==> config.mk <==
export PLATFORM = sky130hd
export DESIGN_NAME = seg_game_top
export DESIGN_NICKNAME = d
export VERILOG_FILES = /design/src/logic/seg_pkg.sv /design/src/logic/button_sync.sv /design/src/logic/phase_timer.sv /design/src/logic/phase_fsm.sv /design/src/logic/segment_walker.sv /design/src/logic/seg_game_top.sv
export VERILOG_INCLUDE_DIRS = /design/src /design/src/logic
export SDC_FILE = /design/constraint.sdc
export NUM_CORES = 1
export LEC_CHECK = 0
export ABC_AREA = 1
export BUFFER_PORTS_ARGS = -buffer_cell sky130_fd_sc_hd__buf_2
export CAP_MARGIN = 0
export CORE_MARGIN = 3
export CORE_UTILIZATION = 59
export CTS_CLUSTER_DIAMETER = 50
export DETAILED_ROUTE_END_ITERATION = 10
export PLACE_DENSITY = 0.79
export SETUP_SLACK_MARGIN = 0.15
export SYNTH_ARGS = -nofsm -noshare
export SYNTH_HDL_FRONTEND = slang
export SYNTH_SLANG_ARGS = --single-unit
export TNS_END_PERCENT = 5
==> constraint.sdc <==
create_clock -name clk -period 1.9 [get_ports clk]
set_input_delay 0.19 -clock clk [delete_from_list [all_inputs] [get_ports clk]]
set_output_delay 0.19 -clock clk [all_outputs]
set_load 0.03 [all_outputs]
==> src/logic/seg_defines.svh <==
`ifndef SEG_DEFINES_SVH
`define SEG_DEFINES_SVH

// Consecutive high samples needed before a press counts
`define SEG_DEBOUNCE_LEN 4

// Clocks per timer tick, kept short for simulation
`define SEG_TICK_CYCLES 8

// Ticks spent showing G before the walker is released
`define SEG_INIT_TICKS 3

// Ticks the full trail stays lit before the restart
`define SEG_FALL_TICKS 1

`endif

==> src/logic/seg_pkg.sv <==
`default_nettype none

package seg_pkg;

    typedef enum logic [1:0] {
        PH_INIT = 2'd0,
        PH_MOVE = 2'd1,
        PH_FALL = 2'd2
    } phase_t;

    typedef enum logic [1:0] {
        HD_RIGHT = 2'd0,
        HD_LEFT  = 2'd1,
        HD_UP    = 2'd2,
        HD_DOWN  = 2'd3
    } heading_t;

    typedef enum logic [2:0] {
        SEG_A = 3'd0,
        SEG_B = 3'd1,
        SEG_C = 3'd2,
        SEG_D = 3'd3,
        SEG_E = 3'd4,
        SEG_F = 3'd5,
        SEG_G = 3'd6
    } seg_idx_t;

    // Active low, bit i drives segment i
    typedef logic [6:0] seg_mask_t;

    // Raw buttons or single-clock press pulses
    typedef struct packed {
        logic right;
        logic left;
        logic up;
        logic down;
    } buttons_t;

endpackage

`default_nettype wire

==> src/logic/button_sync.sv <==
`timescale 1ns/1ps
`default_nettype none

`include "seg_defines.svh"

module button_sync (
    input  logic              clk,
    input  logic              rst,
    input  seg_pkg::buttons_t btn,
    output seg_pkg::buttons_t press
);

    localparam int LEN = `SEG_DEBOUNCE_LEN;

    logic [LEN-1:0] shift_q [4];
    logic [3:0]     level;
    logic [3:0]     level_q;
    logic [3:0]     press_q;

    // One sample history per button
    always_ff @(posedge clk or posedge rst) begin
        if (rst) begin
            for (int i = 0; i < 4; i++) begin
                shift_q[i] <= '0;
            end
        end else begin
            for (int i = 0; i < 4; i++) begin
                shift_q[i] <= {shift_q[i][LEN-2:0], btn[i]};
            end
        end
    end

    always_comb begin
        for (int i = 0; i < 4; i++) begin
            level[i] = &shift_q[i];
        end
    end

    // Rising edge of the debounced level gives a one-clock pulse
    always_ff @(posedge clk or posedge rst) begin
        if (rst) begin
            level_q <= '0;
            press_q <= '0;
        end else begin
            level_q <= level;
            press_q <= level & ~level_q;
        end
    end

    assign press = press_q;

endmodule

`default_nettype wire

==> src/logic/phase_timer.sv <==
`timescale 1ns/1ps
`default_nettype none

`include "seg_defines.svh"

module phase_timer (
    input  logic            clk,
    input  logic            rst,
    input  seg_pkg::phase_t phase,
    input  logic            trail_full,
    output logic            phase_done
);

    import seg_pkg::*;

    localparam int PRE_W     = $clog2(`SEG_TICK_CYCLES + 1);
    localparam int MAX_TICKS = (`SEG_INIT_TICKS > `SEG_FALL_TICKS) ?
                               `SEG_INIT_TICKS : `SEG_FALL_TICKS;
    localparam int CNT_W     = $clog2(MAX_TICKS + 1);

    logic [PRE_W-1:0] pre_q;
    logic [CNT_W-1:0] cnt_q;
    logic [CNT_W-1:0] limit;
    logic             enable;
    logic             tick;

    // Fall timer only starts once every segment is lit
    assign enable = (phase == PH_INIT) || ((phase == PH_FALL) && trail_full);
    assign tick   = (pre_q == PRE_W'(`SEG_TICK_CYCLES - 1));
    assign limit  = (phase == PH_FALL) ? CNT_W'(`SEG_FALL_TICKS) : CNT_W'(`SEG_INIT_TICKS);

    assign phase_done = enable && (cnt_q >= limit);

    // Done also clears, so the next phase starts from zero
    always_ff @(posedge clk or posedge rst) begin
        if (rst) begin
            pre_q <= '0;
            cnt_q <= '0;
        end else if (!enable || phase_done) begin
            pre_q <= '0;
            cnt_q <= '0;
        end else if (tick) begin
            pre_q <= '0;
            cnt_q <= cnt_q + 1'b1;
        end else begin
            pre_q <= pre_q + 1'b1;
        end
    end

endmodule

`default_nettype wire

==> src/logic/phase_fsm.sv <==
`timescale 1ns/1ps
`default_nettype none

module phase_fsm (
    input  logic            clk,
    input  logic            rst,
    input  logic            press_down,
    input  logic            phase_done,
    output seg_pkg::phase_t phase,
    output logic            init,
    output logic            move,
    output logic            fall
);

    import seg_pkg::*;

    phase_t state_q;
    phase_t state_d;

    always_comb begin
        state_d = state_q;
        case (state_q)
            PH_INIT: begin
                if (phase_done) begin
                    state_d = PH_MOVE;
                end
            end
            PH_MOVE: begin
                if (press_down) begin
                    state_d = PH_FALL;
                end
            end
            PH_FALL: begin
                if (phase_done) begin
                    state_d = PH_INIT;
                end
            end
            // Unused code falls back to a restart
            default: state_d = PH_INIT;
        endcase
    end

    always_ff @(posedge clk or posedge rst) begin
        if (rst) begin
            state_q <= PH_INIT;
        end else begin
            state_q <= state_d;
        end
    end

    assign phase = state_q;
    assign init  = (state_q == PH_INIT);
    assign move  = (state_q == PH_MOVE);
    assign fall  = (state_q == PH_FALL);

endmodule

`default_nettype wire

==> src/logic/segment_walker.sv <==
`timescale 1ns/1ps
`default_nettype none

module segment_walker (
    input  logic               clk,
    input  logic               rst,
    input  seg_pkg::phase_t    phase,
    input  seg_pkg::buttons_t  press,
    output seg_pkg::seg_mask_t seg,
    output seg_pkg::heading_t  pos,
    output logic               trail_full
);

    import seg_pkg::*;

    typedef struct packed {
        seg_idx_t idx;
        heading_t head;
    } walk_t;

    localparam walk_t START = '{idx: SEG_G, head: HD_LEFT};

    walk_t     cur_q;
    walk_t     nxt;
    seg_mask_t trail_q;
    seg_mask_t trail;

    // Mask with only the given segment lit
    function automatic seg_mask_t seg_bit(input seg_idx_t idx);
        seg_mask_t m;
        m = ~(7'b1 << idx);
        return m;
    endfunction

    // Move table, left checked before right and right before up
    always_comb begin
        nxt = cur_q;
        case (cur_q.idx)
            SEG_A: begin
                if (cur_q.head == HD_LEFT && press.left) begin
                    nxt = '{SEG_F, HD_DOWN};
                end else if (cur_q.head == HD_RIGHT && press.right) begin
                    nxt = '{SEG_B, HD_DOWN};
                end
            end
            SEG_B: begin
                if (cur_q.head == HD_UP && press.left) begin
                    nxt = '{SEG_A, HD_LEFT};
                end else if (cur_q.head == HD_DOWN && press.right) begin
                    nxt = '{SEG_G, HD_LEFT};
                end else if (cur_q.head == HD_DOWN && press.up) begin
                    nxt = '{SEG_C, HD_DOWN};
                end
            end
            SEG_C: begin
                if (cur_q.head == HD_UP && press.left) begin
                    nxt = '{SEG_G, HD_LEFT};
                end else if (cur_q.head == HD_DOWN && press.right) begin
                    nxt = '{SEG_D, HD_DOWN};
                end else if (cur_q.head == HD_UP && press.up) begin
                    nxt = '{SEG_B, HD_UP};
                end
            end
            SEG_D: begin
                if (cur_q.head == HD_RIGHT && press.left) begin
                    nxt = '{SEG_C, HD_UP};
                end else if (cur_q.head == HD_LEFT && press.right) begin
                    nxt = '{SEG_E, HD_UP};
                end
            end
            SEG_E: begin
                if (cur_q.head == HD_DOWN && press.left) begin
                    nxt = '{SEG_D, HD_RIGHT};
                end else if (cur_q.head == HD_UP && press.right) begin
                    nxt = '{SEG_G, HD_RIGHT};
                end else if (cur_q.head == HD_UP && press.up) begin
                    nxt = '{SEG_F, HD_UP};
                end
            end
            SEG_F: begin
                if (cur_q.head == HD_DOWN && press.left) begin
                    nxt = '{SEG_G, HD_RIGHT};
                end else if (cur_q.head == HD_UP && press.right) begin
                    nxt = '{SEG_A, HD_RIGHT};
                end
            end
            SEG_G: begin
                if (press.left) begin
                    nxt = (cur_q.head == HD_RIGHT) ? '{SEG_B, HD_UP} :
                          (cur_q.head == HD_LEFT)  ? '{SEG_E, HD_DOWN} : cur_q;
                end else if (press.right) begin
                    nxt = (cur_q.head == HD_RIGHT) ? '{SEG_C, HD_DOWN} :
                          (cur_q.head == HD_LEFT)  ? '{SEG_F, HD_UP} : cur_q;
                end
            end
            default: nxt = START;
        endcase
    end

    // Trail includes the segment held right now
    assign trail      = trail_q & seg_bit(cur_q.idx);
    assign trail_full = (trail == '0);

    always_ff @(posedge clk or posedge rst) begin
        if (rst) begin
            cur_q   <= START;
            trail_q <= '1;
        end else begin
            cur_q   <= (phase == PH_INIT) ? START : nxt;
            trail_q <= (phase == PH_FALL) ? trail : '1;
        end
    end

    always_comb begin
        case (phase)
            PH_FALL: seg = trail;
            PH_MOVE: seg = seg_bit(cur_q.idx);
            default: seg = seg_bit(SEG_G);
        endcase
    end

    assign pos = (phase == PH_INIT) ? HD_LEFT : cur_q.head;

endmodule

`default_nettype wire

==> src/logic/seg_game_top.sv <==
`timescale 1ns/1ps
`default_nettype none

module seg_game_top (
    input  logic               clk,
    input  logic               rst,
    input  seg_pkg::buttons_t  btn,
    output seg_pkg::seg_mask_t seg,
    output seg_pkg::heading_t  pos,
    output logic               init,
    output logic               move,
    output logic               fall
);

    import seg_pkg::*;

    buttons_t press;
    phase_t   phase;
    logic     trail_full;
    logic     phase_done;

    button_sync u_button_sync (
        .clk   (clk),
        .rst   (rst),
        .btn   (btn),
        .press (press)
    );

    phase_timer u_phase_timer (
        .clk        (clk),
        .rst        (rst),
        .phase      (phase),
        .trail_full (trail_full),
        .phase_done (phase_done)
    );

    phase_fsm u_phase_fsm (
        .clk        (clk),
        .rst        (rst),
        .press_down (press.down),
        .phase_done (phase_done),
        .phase      (phase),
        .init       (init),
        .move       (move),
        .fall       (fall)
    );

    segment_walker u_segment_walker (
        .clk        (clk),
        .rst        (rst),
        .phase      (phase),
        .press      (press),
        .seg        (seg),
        .pos        (pos),
        .trail_full (trail_full)
    );

endmodule

`default_nettype wire

==> results of run 1 <==
## registers in the layout, summed over array words and instances (netlist names)
register	cells
u_button_sync.shift_q	16
u_segment_walker.trail_q	7
u_segment_walker.cur_q	5
u_button_sync.level_q	4
u_button_sync.press	4
u_phase_timer.pre_q	4
u_phase_fsm.phase	2
u_phase_timer.cnt_q	2
## path summary, 6_finish.rpt
check / endpoint / slack [ns] / from
min: u_phase_timer.cnt_q[0] / 0.006 / rst
max reg2reg: u_phase_fsm.phase[0] / 0.04 / u_segment_walker.cur_q[3]
min in group clk: u_button_sync.shift_q[7] / 0.38 / u_button_sync.shift_q[6]
max: seg[5] / 0.04 / u_phase_fsm.phase[1]
min reg2reg: u_button_sync.shift_q[7] / 0.38 / u_button_sync.shift_q[6]
max in group asynchronous: u_segment_walker.cur_q[2] / 1.49 / rst
## cells by family (layout without fill, tap and decap cells)
kind of cell,count (synthesis),in the layout,synth area share [%]
and+or+nand+nor,127,127,28.9
DFF,44,44,51.1
buffers and inverters,37,85,6.89
AOI/OAI and AO/OA,28,28,8.21
adders and majority gates,7,7,4.02
xor gates and xnor gates,2,2,0.804
## cell type report
cell class / instances / area (um^2) / share of cell area (%)
clock inverter: 1 / 8.76 / 0.321
timing repair buffer: 44 / 323 / 11.8
clock buffer: 7 / 76.3 / 2.80
multi-input combinational: 164 / 1010 / 37.2
inverter: 33 / 131 / 4.82
tap: 46 / 57.6 / 2.11
sequential: 44 / 1110 / 40.9
## layer usage
| metal | track usage [%] | part of all wire [%] | wire [um] | vias up |
|---|---|---|---|---|
| li1 | - | - | - | 903 |
| met1 | 28.0 | 40 | 2060 | 924 |
| met2 | 39.9 | 47 | 2420 | 128 |
| met3 | 6.24 | 7.3 | 372 | 36 |
| met4 | 9.64 | 4.8 | 246 | 0 |
| met5 | 0 | 0 | 0 | - |
## Yosys cell counts (all sizes together)
| library cell | count | area [um^2] |
|---|---|---|
| a21oi | 8 | 40.0 |
| a31oi | 1 | 6.26 |
| buf | 4 | 26.3 |
| dfrtp | 34 | 851 |
| dfstp | 10 | 263 |
| ha | 7 | 87.6 |
| inv | 33 | 124 |
| nand2 | 65 | 282 |
| nand3 | 21 | 125 |
| nand4 | 5 | 31.3 |
| nor2 | 19 | 73.8 |
| nor3 | 9 | 55.1 |
| nor3b | 3 | 32.5 |
| nor4 | 4 | 25.0 |
| o2111ai | 2 | 17.5 |
| o211ai | 1 | 7.51 |
| o21ai | 6 | 30.0 |
| o221ai | 5 | 43.8 |
| o22ai | 3 | 18.8 |
| o31ai | 2 | 15.0 |
| or2 | 1 | 6.26 |
| xor2 | 2 | 17.5 |
## timing repair
item | CTS | global route
buffers inserted | 7 | 10
gates cloned | 0 | 0
hold endpoints to repair | 3 | 1
hold buffers | 3 | 1
resized for setup | 19 | 15
pin swaps | 1 | 3
setup endpoints to repair | 8 | 19
## through the flow
stage               area, um^2  setup TNS (ns)  cells  util, %
finish                    2730               0    339     79.2
global route              2730         -0.0839    339     79.2
CTS                       2570               0    328     74.7
detailed placement        2340               0    310     68.1
global placement          2340               0    310     68.1
floorplan                 2180         -0.0217    245        -
## worst max-delay path, stage by stage (launching register included)
cell and delay [ns]:
dfrtp_1 0.45, ha_4 0.17, buf_6 0.11, clkinvlp_4 0.18
o211ai_1 0.26, buf_4 0.20
## report_power, final
group | internal [mW] | total, mW | leakage (nW) | switching [mW]
Sequential | 1.10 | 1.26 | 0.533 | 0.156
Clock | 0.263 | 0.566 | 0.0424 | 0.303
Combinational | 0.963 | 2.50 | 0.748 | 1.53
Total | 2.33 | 4.32 | 1.32 | 1.99
==> out/qor.csv, run 1 <==
metric,value,unit
Via density,5.87,
initial antenna violation count,0,
clk_lat worst skew,0.30,ns
CP Max Fanout,7,
Die Span X,66.8,um
Clock Root Buffer,clkbuf_8,
"commonest non-fill, non-tap cell in the layout",nand2_1,
startpoint types,flip-flop,
DPL Wire Length,3.15,mm
first-pass iteration count of the detailed router,5,
CP Class,flip-flop to primary output,
Top Ports,18,
Post-Syn Area,0.00218,mm^2
Placer Congestion,0.942,
"Seq/Total Area, Yosys",51.1,%
Worst-path clk slew,0.09,ns
Overall Power,4.32,mW
min-delay worst type,input port to async pin,
Die ar.,0.00446,mm^2
Synth Area per Inst,8.89,um^2
maximum clock rate,536,MHz
YS warnings,0,
# rows,21,
worst slew pin tran,0.531,ns
Antenna Cells,0,
Iter 0 DRT Violations,205,
critical path arrival,1.67,ns
vias in the first global route,1786,
Final Hold Vio Count,0,
critical path capture point type,primary output,
Synth Register Bits,44,
post-synthesis cell count,245,
DR vias,1991,
Antenna Nets Post-Route,0,
period utilization,98.1,%
Filler cells,228,
input/output buffers,17,
Remaining DRCs,0,
Initial Utilization,63.3,%
required time worst endpoint,1.71,ns
Setup-failing EPs final,0,
WL final,5.09,mm
Hold WS,0.00609,ns
area delta synth->final,25.2,%
Die Span Y,66.8,um
Layout Nets,305,
CTS Buf Count,5,
Setup Skew,0.0135,ns
run status,finished clean,
Max clock buf depth,2,
syn nets,258,
CTS tree,done,
drt wl/cell,15.0,um
synth unique cells,31,
worst setup margin,0.0353,ns
core region area,0.00344,mm^2
H-tree level count,2,
Worst VDD drop,0.712,mV
GRT Overall Usage,23.5,%
CTS sink count,44,
worst slew margin relative to its limit,64.6,%
max_cap viols,0,
max-slew violation count,0,
Leak,1.32,nW
post-route minimum period,1.86,ns
pin count of the biggest net entering global routing,45,
r2r worst-path depth,12,
PwrDens,1580,mW/mm^2
layout cell share with drive strength beyond 1,34.5,%
GRT Residual Overflow,0,
"commonest non-fill, non-tap cells in the layout","54 x nand2_1, 33 x dfrtp_1, 28 x buf_4, 22 x inv_1, 18 x nor2_1",
unrepaired setup endpoints after global routing,true,
dpl ws,0.179,ns
first-pass GRT wire length,7.76,mm
Power figures use the tool's default switching activity.
==> inputs of run 2 (changes only) <==
CORE_UTILIZATION = 40   (was 59)
PLACE_DENSITY = not set   (was 0.79)
==> run 2 against run 1 <==
Against the previous run:
- final area grew 1.4%
- global-route usage fell by 7.0 points
- combinational power down 4%
- critical endpoint unchanged
- routed wire length down 6.1%
- highest routed layer unchanged
- largest power group unchanged
==> out/qor.csv, run 2 (same netlist as run 1, synthesis figures left out) <==
metric,value,unit,change
run status,finished clean,,
Critical-path top delay cell,dfrtp_1,,
CTS sink count,44,,unchanged
max_cap viols,0,,unchanged
startpoint types,flip-flop,,
Overall Power,4.38,mW,+1.4%
Worst VDD drop,0.532,mV,-25%
maximum clock rate,553,MHz,+3.2%
worst setup margin,0.0924,ns,+0.0570 ns
GRT Residual Overflow,0,,unchanged
crit-path cells,inv_2 > ha_4 > clkinvlp_4 > o211ai_1 > buf_4,,
design area,0.00276,mm^2,+1.4%
vias in the first global route,1712,,-4.1%
worst slew margin relative to its limit,63.3,%,-1.3 points
Antenna Cells,0,,unchanged
input/output buffers,17,,unchanged
min-delay worst type,input port to async pin,,
Die Span X,79.8,um,+20%
Worst-path clk slew,0.08,ns,about the same
CP Class,flip-flop to primary output,,
core region area,0.00517,mm^2,+50%
Setup-failing EPs final,0,,unchanged
Placer Congestion,0.923,,-2.1%
Leak,1.29,nW,-2.8%
Antenna Nets Post-Route,0,,unchanged
CP Max Fanout,7,,unchanged
Top Ports,18,,unchanged
critical path capture point type,primary output,,
Filler cells,467,,+100%
CTS Buf Count,5,,unchanged
H-tree level count,2,,unchanged
Iter 0 DRT Violations,192,,-6.3%
worst slew pin tran,0.550,ns,+0.0199 ns
first-pass iteration count of the detailed router,4,,-1
Top reg by flops,u_button_sync.shift_q,,
Clock Root Buffer,clkbuf_8,,
layout cell share with drive strength beyond 1,35.5,%,+0.99 points
Remaining DRCs,0,,unchanged
DPL Wire Length,3.32,mm,+5.5%
Crit path largest cell delay,0.44,ns,about the same
WL final,4.78,mm,-6.1%
dpl cell area,0.00237,mm^2,+1.3%
Top Registers,"u_button_sync.shift_q: 16 flops, u_segment_walker.trail_q: 7 flops, u_segment_walker.cur_q: 5 flops",,
Reg2Reg Setup Slack,0.21,ns,+0.17 ns
post-route minimum period,1.81,ns,-0.0570 ns
Setup Skew,0.00864,ns,-0.00483 ns
max-slew violation count,0,,unchanged
first-pass GRT wire length,8.13,mm,+4.7%
Buf/Inv on CP,3,,unchanged
Final Non-Filler Cells,352,,+3.8%
Critical R2R Launch,u_phase_fsm.phase[0],,
drt wl/cell,13.6,um,-9.6%
unrepaired setup endpoints after global routing,true,,
kind of cell adding the most delay to the critical path,buffers and inverters,,
Hold WS,0.0275,ns,+0.0214 ns
Final Hold Vio Count,0,,unchanged
pin count of the biggest net entering global routing,45,,unchanged
DR vias,1792,,-10%
initial antenna violation count,0,,unchanged
area delta synth->final,26.9,%,
clk_lat worst skew,0.29,ns,about the same
r2r worst-path depth,8,,-4
CTS tree,done,,
max reg flops,16,,unchanged
"commonest non-fill, non-tap cells in the layout","49 x nand2_1, 32 x dfrtp_1, 22 x inv_1, 16 x nor2_1, 15 x nand3_1",,
Layout Nets,294,,-3.6%
Post-Place Cells,334,,+7.7%
required time worst endpoint,1.71,ns,about the same
period utilization,95.1,%,-3.0 points
"commonest non-fill, non-tap cell in the layout",nand2_1,,
Via density,5.09,,-13%
Max clock buf depth,2,,unchanged
critical path arrival,1.62,ns,-0.05 ns
dpl ws,0.143,ns,-0.0361 ns
PwrDens,1590,mW/mm^2,about the same
GRT Overall Usage,16.5,%,-7.0 points
# rows,26,,+24%
Die Span Y,79.8,um,+20%
Reg-to-Reg End,u_phase_timer.cnt_q[0],,
Die ar.,0.00637,mm^2,+43%
Initial Utilization,42.1,%,-21 points
## run 2: worst max-delay path by stage
stage	start	end	slack, ns	cells past startpoint
after floorplan	u_phase_fsm.phase[0]	seg[0]	-0.004	5
after global placement	u_phase_fsm.phase[0]	u_segment_walker.cur_q[3]	0.20	8
after detailed placement	u_phase_fsm.phase[0]	u_phase_timer.cnt_q[0]	0.14	7
after CTS	u_phase_fsm.phase[1]	seg[3]	0.1	5
after global routing	u_phase_fsm.phase[0]	seg[5]	0.004	5
final	u_phase_fsm.phase[0]	seg[5]	0.09	5
## run 2: final cells by class
| class | count | area [um^2] | share of cell area (%) |
|---|---|---|---|
| sequential | 44 | 1120 | 40.4 |
| multi-input combinational | 164 | 1060 | 38.5 |
| timing repair buffer | 33 | 258 | 9.33 |
| inverter | 33 | 130 | 4.71 |
| tap | 70 | 87.6 | 3.17 |
| clock buffer | 6 | 72.6 | 2.63 |
| clock inverter | 2 | 35.0 | 1.27 |
## run 2: through the flow
stage	util [%]	TNS [ns]
finish	53.4	0
global route	53.4	0
CTS	51.4	0
detailed placement	45.9	0
global placement	45.9	0
floorplan	-	-0.0217
## run 2: power by group
part           switching [mW]  internal, mW
clock network           0.303         0.390
logic                    1.50         0.902
registers               0.182          1.10
## run 2: layer usage
layer	routed length [um]	share of wire [%]	vias to the layer above	GRT usage, %
met3	304	6.4	13	4.74
met5	0	0	-	0
met2	2270	48	72	25.5
met4	92	1.9	0	7.43
met1	2110	44	818	21.4
li1	-	-	889	-
## run 2: worst register-to-register path, stage by stage, from the launching register on
cell	delay (ns)
dfrtp_1	0.43
inv_2	0.10
ha_4	0.19
buf_4	0.15
ha_4	0.24
a21oi_4	0.13
buf_6	0.11
nand2_4	0.07
nor3b_2	0.18
## run 2: timing repair
action / CTS / global route
resized for setup: 26 / 26
hold endpoints to repair: 4 / 0
hold buffers: 4 / 0
cloned: 0 / 0
endpoints found under the setup margin: 10 / 22
buffers inserted: 6 / 0
pin swaps: 1 / 9
